$ cat config.mk
export PLATFORM = sky130hd
export DESIGN_NAME = uart_top
export DESIGN_NICKNAME = d
export VERILOG_FILES = /design/src/rtl/uart_pkg.sv /design/src/rtl/uart_baud_gen.sv /design/src/rtl/uart_fifo.sv /design/src/rtl/uart_regs.sv /design/src/rtl/uart_rx.sv /design/src/rtl/uart_top.sv /design/src/rtl/uart_tx.sv
export SDC_FILE = /design/constraint.sdc
export NUM_CORES = 1
export LEC_CHECK = 0
export ABC_AREA = 0
export ABC_CLOCK_PERIOD_IN_PS = 3300
export BUFFER_PORTS_ARGS = -buffer_cell sky130_fd_sc_hd__buf_2
export CAP_MARGIN = 20
export CORE_UTILIZATION = 60
export DETAILED_ROUTE_END_ITERATION = 8
export GPL_ROUTABILITY_DRIVEN = 0
export GPL_TIMING_DRIVEN = 0
export PLACE_DENSITY = 0.79
export RECOVER_POWER = 25
export SKIP_CTS_REPAIR_TIMING = 1
export SYNTH_ARGS = -nofsm -noshare
export SYNTH_HDL_FRONTEND = slang
export SYNTH_HIERARCHICAL = 1
export SYNTH_SLANG_ARGS = --single-unit
$ cat constraint.sdc
create_clock -name clock -period 3.3 [get_ports clock]
set_input_delay 0.495 -clock clock [delete_from_list [all_inputs] [get_ports clock]]
set_output_delay 0.495 -clock clock [all_outputs]
set_load 0.03 [all_outputs]
$ cat src/rtl/uart_pkg.sv
////////////////////
// UART register map, bus and control structs, field positions and widths
////////////////////

package uart_pkg;

  // FIFO and address geometry
  localparam int fifo_depth = 8;
  localparam int addr_width = 3;
  localparam int cnt_width  = 3;
  localparam int div_width  = 16;

  // Word addresses of the registers, address 7 reads zero
  localparam logic [addr_width-1:0] addr_txdata = 3'd0;
  localparam logic [addr_width-1:0] addr_rxdata = 3'd1;
  localparam logic [addr_width-1:0] addr_txctrl = 3'd2;
  localparam logic [addr_width-1:0] addr_rxctrl = 3'd3;
  localparam logic [addr_width-1:0] addr_ie     = 3'd4;
  localparam logic [addr_width-1:0] addr_ip     = 3'd5;
  localparam logic [addr_width-1:0] addr_div    = 3'd6;

  // Register field bit positions
  localparam int flag_bit  = 31;
  localparam int en_bit    = 0;
  localparam int nstop_bit = 1;
  localparam int cnt_lsb   = 16;
  localparam int cnt_msb   = 18;
  localparam int txwm_bit  = 0;
  localparam int rxwm_bit  = 1;

  // Single-cycle bus request
  typedef struct packed {
    logic                  rd;
    logic                  wr;
    logic [addr_width-1:0] addr;
    logic [31:0]           wr_data;
  } uart_bus_req_t;

  // Programmed control fields
  typedef struct packed {
    logic                 txen;
    logic                 nstop;
    logic                 rxen;
    logic [cnt_width-1:0] txcnt;
    logic [cnt_width-1:0] rxcnt;
    logic [div_width-1:0] div;
  } uart_ctrl_t;

endpackage

$ cat src/rtl/uart_baud_gen.sv
////////////////////
// 16x oversampling tick generator
////////////////////

`timescale 1ns/10ps

module uart_baud_gen (
  input  logic        clock,
  input  logic        reset,
  input  logic [15:0] div,
  output logic        tick
);

  logic [15:0] cnt;
  logic [15:0] prev_div;

  // Down-counter, one tick every div+1 cycles
  always_ff @(posedge clock or posedge reset) begin
    if (reset) begin
      cnt      <= '0;
      prev_div <= '0;
      tick     <= 1'b0;
    end else begin
      prev_div <= div;
      tick     <= 1'b0;
      if (div != prev_div) begin
        // New divisor, start a fresh period
        cnt <= div;
      end else if (cnt == 16'd0) begin
        cnt  <= div;
        tick <= 1'b1;
      end else begin
        cnt <= cnt - 1'b1;
      end
    end
  end

endmodule

$ cat src/rtl/uart_fifo.sv
////////////////////
// Byte FIFO with count, full and empty
////////////////////

`timescale 1ns/10ps

module uart_fifo #(
  parameter int depth = 8
) (
  input  logic       clock,
  input  logic       reset,
  input  logic       push,
  input  logic [7:0] push_data,
  input  logic       pop,
  output logic [7:0] pop_data,
  output logic [3:0] count,
  output logic       full,
  output logic       empty
);

  localparam int ptr_width = $clog2(depth);

  logic [7:0]           mem [depth];
  logic [ptr_width-1:0] wr_ptr;
  logic [ptr_width-1:0] rd_ptr;
  logic                 do_push;
  logic                 do_pop;

  // Ignore push when full and pop when empty
  assign do_push  = push && !full;
  assign do_pop   = pop && !empty;
  assign full     = (count == 4'(depth));
  assign empty    = (count == 4'd0);
  assign pop_data = mem[rd_ptr];

  always_ff @(posedge clock or posedge reset) begin
    if (reset) begin
      wr_ptr <= '0;
      rd_ptr <= '0;
      count  <= '0;
    end else begin
      if (do_push) begin
        wr_ptr <= (wr_ptr == ptr_width'(depth - 1)) ? '0 : wr_ptr + 1'b1;
      end
      if (do_pop) begin
        rd_ptr <= (rd_ptr == ptr_width'(depth - 1)) ? '0 : rd_ptr + 1'b1;
      end
      if (do_push && !do_pop) begin
        count <= count + 1'b1;
      end else if (do_pop && !do_push) begin
        count <= count - 1'b1;
      end
    end
  end

  always_ff @(posedge clock) begin
    if (do_push) begin
      mem[wr_ptr] <= push_data;
    end
  end

endmodule

$ cat src/rtl/uart_regs.sv
////////////////////
// Register file, read mux, FIFO strobes and interrupt
////////////////////

`timescale 1ns/10ps

module uart_regs #(
  parameter logic [15:0] div_reset = 16'd26
) (
  input  logic                   clock,
  input  logic                   reset,
  input  uart_pkg::uart_bus_req_t bus,
  input  logic [3:0]             tx_count,
  input  logic                   tx_full,
  input  logic [7:0]             rx_data,
  input  logic [3:0]             rx_count,
  input  logic                   rx_empty,
  output logic [31:0]            rd_data,
  output uart_pkg::uart_ctrl_t   ctrl,
  output logic                   tx_push,
  output logic [7:0]             tx_push_data,
  output logic                   rx_pop,
  output logic                   irq
);

  import uart_pkg::*;

  logic [1:0]  ie;
  logic [1:0]  ip;
  logic [31:0] rd_mux;

  // FIFO strobes straight from the bus
  assign tx_push      = bus.wr && (bus.addr == addr_txdata) && !tx_full;
  assign tx_push_data = bus.wr_data[7:0];
  assign rx_pop       = bus.rd && (bus.addr == addr_rxdata) && !rx_empty;

  // Watermark pending bits
  assign ip[txwm_bit] = tx_count < {1'b0, ctrl.txcnt};
  assign ip[rxwm_bit] = rx_count > {1'b0, ctrl.rxcnt};
  assign irq          = |(ip & ie);

  always_ff @(posedge clock or posedge reset) begin
    if (reset) begin
      ctrl <= '{txen: 1'b0, nstop: 1'b0, rxen: 1'b0, txcnt: '0, rxcnt: '0, div: div_reset};
      ie   <= '0;
    end else if (bus.wr) begin
      case (bus.addr)
        addr_txctrl: begin
          ctrl.txen  <= bus.wr_data[en_bit];
          ctrl.nstop <= bus.wr_data[nstop_bit];
          ctrl.txcnt <= bus.wr_data[cnt_msb:cnt_lsb];
        end
        addr_rxctrl: begin
          ctrl.rxen  <= bus.wr_data[en_bit];
          ctrl.rxcnt <= bus.wr_data[cnt_msb:cnt_lsb];
        end
        addr_ie: begin
          ie <= bus.wr_data[1:0];
        end
        addr_div: begin
          ctrl.div <= bus.wr_data[div_width-1:0];
        end
        default: begin
        end
      endcase
    end
  end

  // Read mux, unused bits read zero
  always_comb begin
    rd_mux = '0;
    case (bus.addr)
      addr_txdata: begin
        rd_mux[flag_bit] = tx_full;
      end
      addr_rxdata: begin
        rd_mux[flag_bit] = rx_empty;
        rd_mux[7:0]      = rx_data;
      end
      addr_txctrl: begin
        rd_mux[en_bit]          = ctrl.txen;
        rd_mux[nstop_bit]       = ctrl.nstop;
        rd_mux[cnt_msb:cnt_lsb] = ctrl.txcnt;
      end
      addr_rxctrl: begin
        rd_mux[en_bit]          = ctrl.rxen;
        rd_mux[cnt_msb:cnt_lsb] = ctrl.rxcnt;
      end
      addr_ie: rd_mux[1:0] = ie;
      addr_ip: rd_mux[1:0] = ip;
      addr_div: rd_mux[div_width-1:0] = ctrl.div;
      default: rd_mux = '0;
    endcase
  end

  always_ff @(posedge clock or posedge reset) begin
    if (reset) begin
      rd_data <= '0;
    end else if (bus.rd) begin
      rd_data <= rd_mux;
    end
  end

endmodule

$ cat src/rtl/uart_rx.sv
////////////////////
// UART receiver with synchronizer and mid-bit sampling
////////////////////

`timescale 1ns/10ps

module uart_rx (
  input  logic               clock,
  input  logic               reset,
  input  logic               tick,
  input  uart_pkg::uart_ctrl_t ctrl,
  input  logic               rxd,
  output logic               push,
  output logic [7:0]         push_data
);

  typedef enum logic [1:0] {st_idle, st_start, st_data, st_stop} state_t;

  state_t     state;
  logic [1:0] sync;
  logic       rx_s;
  logic [3:0] tick_cnt;
  logic [2:0] bit_cnt;
  logic [7:0] shift;
  logic       sample;

  // Two-flop synchronizer, line idles high
  always_ff @(posedge clock or posedge reset) begin
    if (reset) begin
      sync <= 2'b11;
    end else begin
      sync <= {sync[0], rxd};
    end
  end

  assign rx_s   = sync[1];
  assign sample = tick && (tick_cnt == 4'd15);

  always_ff @(posedge clock or posedge reset) begin
    if (reset) begin
      state    <= st_idle;
      tick_cnt <= '0;
      bit_cnt  <= '0;
      push     <= 1'b0;
    end else begin
      push <= 1'b0;
      if (state != st_idle && tick) begin
        tick_cnt <= tick_cnt + 1'b1;
      end
      case (state)
        st_idle: begin
          if (ctrl.rxen && !rx_s) begin
            state    <= st_start;
            tick_cnt <= '0;
          end
        end
        st_start: begin
          // Recheck at mid start bit, a short pulse is a glitch
          if (tick && tick_cnt == 4'd7) begin
            if (!rx_s) begin
              state    <= st_data;
              tick_cnt <= '0;
              bit_cnt  <= '0;
            end else begin
              state <= st_idle;
            end
          end
        end
        st_data: begin
          if (sample) begin
            bit_cnt <= bit_cnt + 1'b1;
            if (bit_cnt == 3'd7) begin
              state <= st_stop;
            end
          end
        end
        st_stop: begin
          // Mid stop bit, hand the byte over
          if (sample) begin
            push  <= 1'b1;
            state <= st_idle;
          end
        end
        default: state <= st_idle;
      endcase
    end
  end

  always_ff @(posedge clock) begin
    if (state == st_data && sample) begin
      shift <= {rx_s, shift[7:1]};
    end
  end

  assign push_data = shift;

endmodule

$ cat src/rtl/uart_top.sv
////////////////////
// UART peripheral top level
////////////////////

`timescale 1ns/10ps

module uart_top #(
  parameter int clock_freq_hz = 10_000_000,
  parameter int baud_rate     = 115_200
) (
  input  logic                   clock,
  input  logic                   reset,
  input  uart_pkg::uart_bus_req_t bus,
  input  logic                   rxd,
  output logic [31:0]            rd_data,
  output logic                   txd,
  output logic                   irq
);

  import uart_pkg::*;

  localparam int div_calc = clock_freq_hz / (16 * baud_rate) - 1;

  uart_ctrl_t ctrl;
  logic       tick;
  logic       tx_push;
  logic [7:0] tx_push_data;
  logic       tx_pop;
  logic [7:0] tx_head;
  logic [3:0] tx_count;
  logic       tx_full;
  logic       tx_empty;
  logic       rx_push;
  logic [7:0] rx_push_data;
  logic       rx_pop;
  logic [7:0] rx_head;
  logic [3:0] rx_count;
  logic       rx_empty;

  uart_regs #(
    .div_reset(16'(div_calc))
  ) u_regs (
    .clock(clock), .reset(reset), .bus(bus),
    .tx_count(tx_count), .tx_full(tx_full),
    .rx_data(rx_head), .rx_count(rx_count), .rx_empty(rx_empty),
    .rd_data(rd_data), .ctrl(ctrl),
    .tx_push(tx_push), .tx_push_data(tx_push_data),
    .rx_pop(rx_pop), .irq(irq)
  );

  uart_fifo #(.depth(fifo_depth)) u_tx_fifo (
    .clock(clock), .reset(reset),
    .push(tx_push), .push_data(tx_push_data), .pop(tx_pop),
    .pop_data(tx_head), .count(tx_count), .full(tx_full), .empty(tx_empty)
  );

  // A full rx FIFO drops the incoming byte
  uart_fifo #(.depth(fifo_depth)) u_rx_fifo (
    .clock(clock), .reset(reset),
    .push(rx_push), .push_data(rx_push_data), .pop(rx_pop),
    .pop_data(rx_head), .count(rx_count), .full(), .empty(rx_empty)
  );

  uart_baud_gen u_baud (
    .clock(clock), .reset(reset), .div(ctrl.div), .tick(tick)
  );

  uart_tx u_tx (
    .clock(clock), .reset(reset), .tick(tick), .ctrl(ctrl),
    .fifo_data(tx_head), .fifo_empty(tx_empty),
    .fifo_pop(tx_pop), .txd(txd)
  );

  uart_rx u_rx (
    .clock(clock), .reset(reset), .tick(tick), .ctrl(ctrl),
    .rxd(rxd), .push(rx_push), .push_data(rx_push_data)
  );

endmodule

$ cat src/rtl/uart_tx.sv
////////////////////
// UART transmitter FSM and shifter
////////////////////

`timescale 1ns/10ps

module uart_tx (
  input  logic               clock,
  input  logic               reset,
  input  logic               tick,
  input  uart_pkg::uart_ctrl_t ctrl,
  input  logic [7:0]         fifo_data,
  input  logic               fifo_empty,
  output logic               fifo_pop,
  output logic               txd
);

  typedef enum logic [1:0] {st_idle, st_start, st_data, st_stop} state_t;

  state_t     state;
  logic [3:0] tick_cnt;
  logic [2:0] bit_cnt;
  logic       second_stop;
  logic [7:0] shift;
  logic       bit_end;
  logic       frame_done;
  logic       load;

  assign bit_end    = tick && (tick_cnt == 4'd15);
  assign frame_done = (state == st_stop) && bit_end && (second_stop || !ctrl.nstop);
  // Start on a tick so the start bit is a full 16 ticks long
  assign load       = tick && ctrl.txen && !fifo_empty && (state == st_idle || frame_done);
  assign fifo_pop   = load;

  always_ff @(posedge clock or posedge reset) begin
    if (reset) begin
      state       <= st_idle;
      tick_cnt    <= '0;
      bit_cnt     <= '0;
      second_stop <= 1'b0;
    end else if (load) begin
      state    <= st_start;
      tick_cnt <= '0;
    end else begin
      if (state != st_idle && tick) begin
        tick_cnt <= tick_cnt + 1'b1;
      end
      if (bit_end) begin
        case (state)
          st_start: begin
            state   <= st_data;
            bit_cnt <= '0;
          end
          st_data: begin
            if (bit_cnt == 3'd7) begin
              state       <= st_stop;
              second_stop <= 1'b0;
            end else begin
              bit_cnt <= bit_cnt + 1'b1;
            end
          end
          st_stop: begin
            if (second_stop || !ctrl.nstop) begin
              state <= st_idle;
            end else begin
              second_stop <= 1'b1;
            end
          end
          default: begin
          end
        endcase
      end
    end
  end

  // LSB first
  always_ff @(posedge clock) begin
    if (load) begin
      shift <= fifo_data;
    end else if (state == st_data && bit_end) begin
      shift <= {1'b0, shift[7:1]};
    end
  end

  assign txd = (state == st_start) ? 1'b0 :
               (state == st_data)  ? shift[0] : 1'b1;

endmodule
# Yosys cells after proc, flatten, opt, wreduce, memory -nomap -nowiden
# Memory sizes are Yosys's and may differ from the RTL's.
# Index checks and enable logic that the tools add are counted.
totals:
  regBits: 138
  ramBits: 128
  input_bits: 40
  output_inout_bits: 34
  n_memories: 2
memory_table:
  columns: ["memory", "depth", "width", "read_ports", "rd_ports_with_merged_regs", "write_ports", "line", "rtl"]
  rows:
  - ["u_rx_fifo.mem", 8, 8, 1, 0, 1, "uart_fifo.sv:23", "logic [7:0] mem [depth];"]
  - ["u_tx_fifo.mem", 8, 8, 1, 0, 1, "uart_fifo.sv:23", null]
classes:
  n_addsub: 13
  n_lt_le_gt_ge: 2
  n_eq_ne: 35
  n_mux: 56
  bitwise: 2
  reduce_logical: 64
ops:
  columns: ["cell", "n"]
  rows:
  - ["$mux W4", 10]
  - ["$mux W16", 2]
  - ["$eq A3 B3 Y1 const B", 9]
  - ["$logic_and A1 B1 Y1", 25]
  - ["$mux W3", 8]
  - ["$mux W8", 3]
  - ["$mux W2", 10]
  - ["$reduce_bool A2 Y1", 10]
  - ["$add A3 B1 Y3 const B", 6]
  - ["$pmux W3 S2", 3]
  - ["$add A4 B1 Y4 const B", 4]
  - ["$eq A4 B4 Y1 const B", 4]
  - ["$logic_not A16 Y1", 1]
  - ["$ne A16 B16 Y1", 1]
  - ["$sub A16 B1 Y16 const B", 1]
  - ["$mux W1", 12]
  - ["$ne A2 B1 Y1 const B", 6]
  - ["$pmux W6 S2", 1]
  - ["$reduce_and A4 Y1", 3]
  - ["$logic_not A1 Y1", 10]
  - ["$reduce_and A5 Y1", 2]
  - ["$eq A2 B2 Y1 const B", 4]
  - ["$logic_not A4 Y1", 2]
  - ["$pmux W2 S4", 1]
  - ["other kinds (23)", 34]

# Logic depth before layout (Yosys ltp)
logic_depth:
  ltp_word: 10
  depth_mapped: 12
  depth_no_buf: 11

# Hierarchy
# The synthesis kept the hierarchy.
modules_own_cells:
  columns: ["module", "instances", "cells_each", "area_per_inst_um2"]
  rows:
  - ["uart_fifo at u_tx_fifo", 1, 157, 3179.3]
  - ["uart_fifo at u_rx_fifo", 1, 158, 3141.8]
  - ["uart_regs", 1, 216, 2374.8]
  - ["uart_baud_gen", 1, 116, 1551.5]
  - ["uart_tx", 1, 82, 1036.0]
  - ["uart_rx", 1, 80, 942.2]

# Worst setup path before layout
# Ideal clock, no wire load.
synth_path:
  path_kind: "register -> register"
  start: "reg u_tx_fifo.count[0]"
  end: "reg u_tx_fifo.count[3]"
  setup_ps: 137
  arrival_ps: 2692
  required_ps: 3163
  path_slack_ps: 470
  stages_incl_launch_ff: 12
  synth_period_minus_slack_ps: 2830
  path_cell_list: "dfrtp_1 > or4b_4 > inv_1 > nor4_1 > nand2_4 > inv_1 > ha_1 > inv_1 > ha_1 > or4_1 > nand3_1 > o221ai_1"
synth_between:
  elab_cells_between_ends: 18
synth_rtl:
  columns: ["element", "line", "rtl"]
  rows:
  - ["start: declaration", "uart_fifo.sv:16", "output logic [3:0] count,"]
  - ["start signal: assignment", "uart_fifo.sv:49", "count <= count + 1'b1;"]
  - ["start signal: assignment", "uart_fifo.sv:51", "count <= count - 1'b1;"]
  - ["$eq A4 B4 Y1 (*)", "uart_fifo.sv:32", "assign full = (count == 4'(depth));"]
  - ["named net tx_full", "uart_top.sv:31", "logic tx_full;"]
  - ["$logic_not A1 Y1 (*)", "uart_regs.sv:33", "assign tx_push = bus.wr && (bus.addr == addr_txdata) && !tx_full;"]
  - ["$logic_and A1 B1 Y1 (*)", "uart_regs.sv:33", null]
  - ["named net tx_push", "uart_top.sv:26", "logic tx_push;"]
  - ["$logic_and A1 B1 Y1 (*)", "uart_fifo.sv:30", "assign do_push = push && !full;"]
  - ["named net u_tx_fifo.do_push", "uart_fifo.sv:26", "logic do_push;"]
  - ["$logic_not A1 Y1", "uart_fifo.sv:50", "end else if (do_pop && !do_push) begin"]
  - ["$logic_and A1 B1 Y1", "uart_fifo.sv:50", null]
  - ["$reduce_bool A2 Y1 (no source line)", null, null]
# Mark *: on every way through the listed nets, which the timed path passes. The rest lies on a longest branch. The select of a mux whose other input is x is not followed.
# A chain may end at the register's enable or synchronous reset.

# Final worst setup path
layout_path:
  start: "reg u_tx_fifo.count[0]"
  end: "reg u_tx_fifo.count[3]"
layout_between:
  elab_chain_cells: 8
  elab_cells_between_ends: 18
layout_rtl:
  columns: ["element", "line", "rtl"]
  rows:
  - ["$logic_not A4 Y1 (*)", "uart_fifo.sv:33", "assign empty = (count == 4'd0);"]
  - ["named net tx_empty", "uart_top.sv:32", "logic tx_empty;"]
  - ["$logic_not A1 Y1 (*)", "uart_tx.sv:32", "assign load = tick && ctrl.txen && !fifo_empty && (state == st_idle || frame_done);"]
  - ["$logic_and A1 B1 Y1 (*) (2 in series)", "uart_tx.sv:32", null]
  - ["named net tx_pop", "uart_top.sv:28", "logic tx_pop;"]
  - ["$logic_and A1 B1 Y1 (*)", "uart_fifo.sv:31", "assign do_pop = pop && !empty;"]
  - ["$logic_not A1 Y1", "uart_fifo.sv:48", "if (do_push && !do_pop) begin"]
  - ["$logic_and A1 B1 Y1", "uart_fifo.sv:48", null]
  - ["$mux W4 or $reduce_bool A2 Y1 (tied branches)", null, null]
# Marked as above.

==> run_results.csv <==
group,metric,value,unit
outcome,status,"complete, but fails checks",
outcome,violations,"capacitance limit, slew limit",
placed_design,dpl_cell_area,13000,um2
drt,drt-pass1-iter-count,4,
power_and_ir_drop,total_power,8.19,mW
critical_path,crit_slowest_cell,"dfrtp_1",
critical_path,crit-reg2reg-launch,"u_tx_fifo/count[0]",
placed_design,place_hpwl,16.8,mm
critical_path,reg2reg_to,"u_tx_fifo/count[3]",
grt,grt_pass1_wl,38.1,mm
clocking,cts_buffers,27,
floorplanning,dieArea,20900,um2
layout,syn2layout_area_growth,13.4,%
clocking,clk_pin_slew,0.06,ns
power_and_ir_drop,cellLeakagePower,5.58,nW
floorplanning,ios,74,
floorplanning,start_util,62.0,%
layout,num-nets-final,983,
critical_path,worstPathMaxFanout,10,
critical_path,cp_common_cell,"ha_1",
floorplanning,die_h,145,um
clocking,cts_tree,"yes",
logic_synthesis,syn_area,12200,um2
grt,grt_max_degree,38,
grt,grt_overflow,0,
floorplanning,design.core.area,19700,um2
critical_path,worstRegToRegCells,12,
timing,period_needed,3.06,ns
critical_path,crit_chain,"nor4_1, nand3b_1, buf_4, nor2_8, buf_8, o41ai_4, ha_1, inv_1, ha_1, or4_1, nand3_1, o221ai_1",
drt,vias_per_cell,5.85,
timing,setup_violations,0,
logic_synthesis,synthCells,808,
placed_design,numPortBuffers,47,
critical_path,crit_required,3.70,ns
layout,drive_gt1_share,27.2,%
timing,min_period_over_period,92.8,%
clocking,cts_sinks,266,
drt,drt-total-wl,24.0,mm
logic_synthesis,yosysWarnings,6,
clocking,h-tree-depth,1,
drt,drt-wirelength-per-cell,20.1,um
power_and_ir_drop,ir_drop,0.419,mV
clocking,cts-root-buf,"clkbuf_16",
grt,grt_pass1_vias,7087,
logic_synthesis,syn_area_per_cell,15.1,um2
timing,slew_violations,38,
hold_path,hold_path.class,"primary input to flop",
grt,grt_usage,24.4,%
layout,fin_area,13900,um2
critical_path,rrSetupSlack,0.24,ns
drt,drc,0,
critical_path,endpoint,"u_tx_fifo/count[3]",
critical_path,crit_start,"u_tx_fifo/count[0]",
run,drv_cap,1,
clocking,clock_latency,0.52,ns
critical_path,cp-end-kind,"flop",
timing,clock_skew,0.00847,ns
drt,first_iter_violations,358,
timing,rsz0062_at_grt,"no",
grt,antenna_found_initial,2,
timing,max_freq,0.327,GHz
critical_path,cp-start-kind,"flop",
timing,hold_viol,0,
floorplanning,die_w,145,um
floorplanning,row_count,51,
critical_path,path_class,"flop to flop",
clocking,clk_path_buf_depth,3,
power_and_ir_drop,power_density,591,nW/um2
timing,tns,0,ns
timing,max_slew_margin,-38.0,%
critical_path,arrival,3.46,ns
drt,drt.antenna.violating_nets,0,
critical_path,max_stage_delay,0.49,ns
drt,vias,6984,
timing,tightest_slew,2.07,ns
-- critical path, delay by kind of cell, from the launching register on --
family          cells  cell delay (ns)
buf+inv             3             0.44
fa+ha+maj           2             0.70
compound gates      2             0.19
simple gates        5             1.10
flops               1             0.49
-- state kept, by name, summed over array words and instances (netlist names), 4 cells and up, named ones only --
| register | cells |
|---|---|
| u_baud/cnt | 16 |
| u_baud/prev_div | 16 |
| u_regs/ctrl | 25 |
| u_regs/rd_data | 20 |
| u_rx/push_data | 8 |
| u_rx/tick_cnt | 4 |
| u_rx_fifo/count | 4 |
| u_rx_fifo/mem | 64 |
| u_tx/shift | 8 |
| u_tx/tick_cnt | 4 |
| u_tx_fifo/count | 4 |
| u_tx_fifo/mem | 64 |
-- metrics by stage --
step / setup WS, ns / std cells / hold slack (ns) / utilization [%]
4_1_cts: 0.118 / 1191 / 0.0222 / 70.5
2_1_floorplan: 0.470 / 819 / 0.335 / -
5_1_grt: 0.0449 / 1193 / 0.0481 / 70.3
3_5_place_dp: 0.0894 / 1143 / 0.351 / 65.7
6_report: 0.238 / 1194 / 0.0720 / 70.3
3_3_place_gp: 0.0536 / 1131 / 0.351 / 65.1
-- where the power goes --
group | internal [mW] | switching [mW]
registers | 3.74 | 0.327
clock network | 1.97 | 1.22
logic | 0.446 | 0.489
-- area by class of cell --
cell class / instances / area, um2
well taps: 265 / 332
fillers: 1260 / 5860
diodes: 1 / 2.50
clock inverters: 13 / 194
flip-flops and latches: 266 / 7380
repair buffers: 61 / 335
plain buffers: 50 / 349
clock buffers: 35 / 743
multi-input cells: 456 / 4350
inverters: 47 / 176
-- worst min-delay path by stage --
stage / startpoint / to / slack (ns) / cells past startpoint
floorplan: reset / u_rx_fifo/count[0] / 0.34 / 1
finish: rxd / u_rx/sync[0] / 0.07 / 1
detailed placement: u_rx/sync[0] / u_rx/sync[1] / 0.35 / 0
global route: rxd / u_rx/sync[0] / 0.05 / 1
global placement: u_rx/sync[0] / u_rx/sync[1] / 0.35 / 0
CTS: reset / u_regs/ctrl[0] / 0.02 / 2
-- per-layer routing --
| metal | up-vias | GRT usage [%] | share of wire (%) |
|---|---|---|---|
| met5 | - | 0 | 0.054 |
| li1 | 3207 | - | - |
| met2 | 156 | 43.0 | 52 |
| met1 | 3568 | 31.1 | 42 |
| met3 | 51 | 3.95 | 3.9 |
| met4 | 2 | 7.09 | 2.7 |
-- layout by cell type (no fill, tap or decap), drive strengths merged, types with 3 or more instances in the layout --
cell / instances
nand4: 7
nand3: 15
xnor2: 8
a31oi: 5
or4b: 3
clkbuf: 62
mux2: 78
buf: 84
mux2i: 11
nand2b: 7
o211ai: 5
or3: 5
a21o: 4
edfxtp: 144
o21ai: 25
a22oi: 6
o22ai: 6
dfrtp: 119
nor3: 19
xor2: 28
mux4: 32
o41ai: 4
bufinv: 5
nor4: 13
nand2: 35
ha: 32
inv: 47
a211oi: 5
nor2b: 6
nand4b: 4
or4: 3
and2: 3
dfstp: 3
clkinv: 7
nor2: 25
nand3b: 6
a21oi: 10
and3: 6
conb: 12
Power figures use the tool's default switching activity.
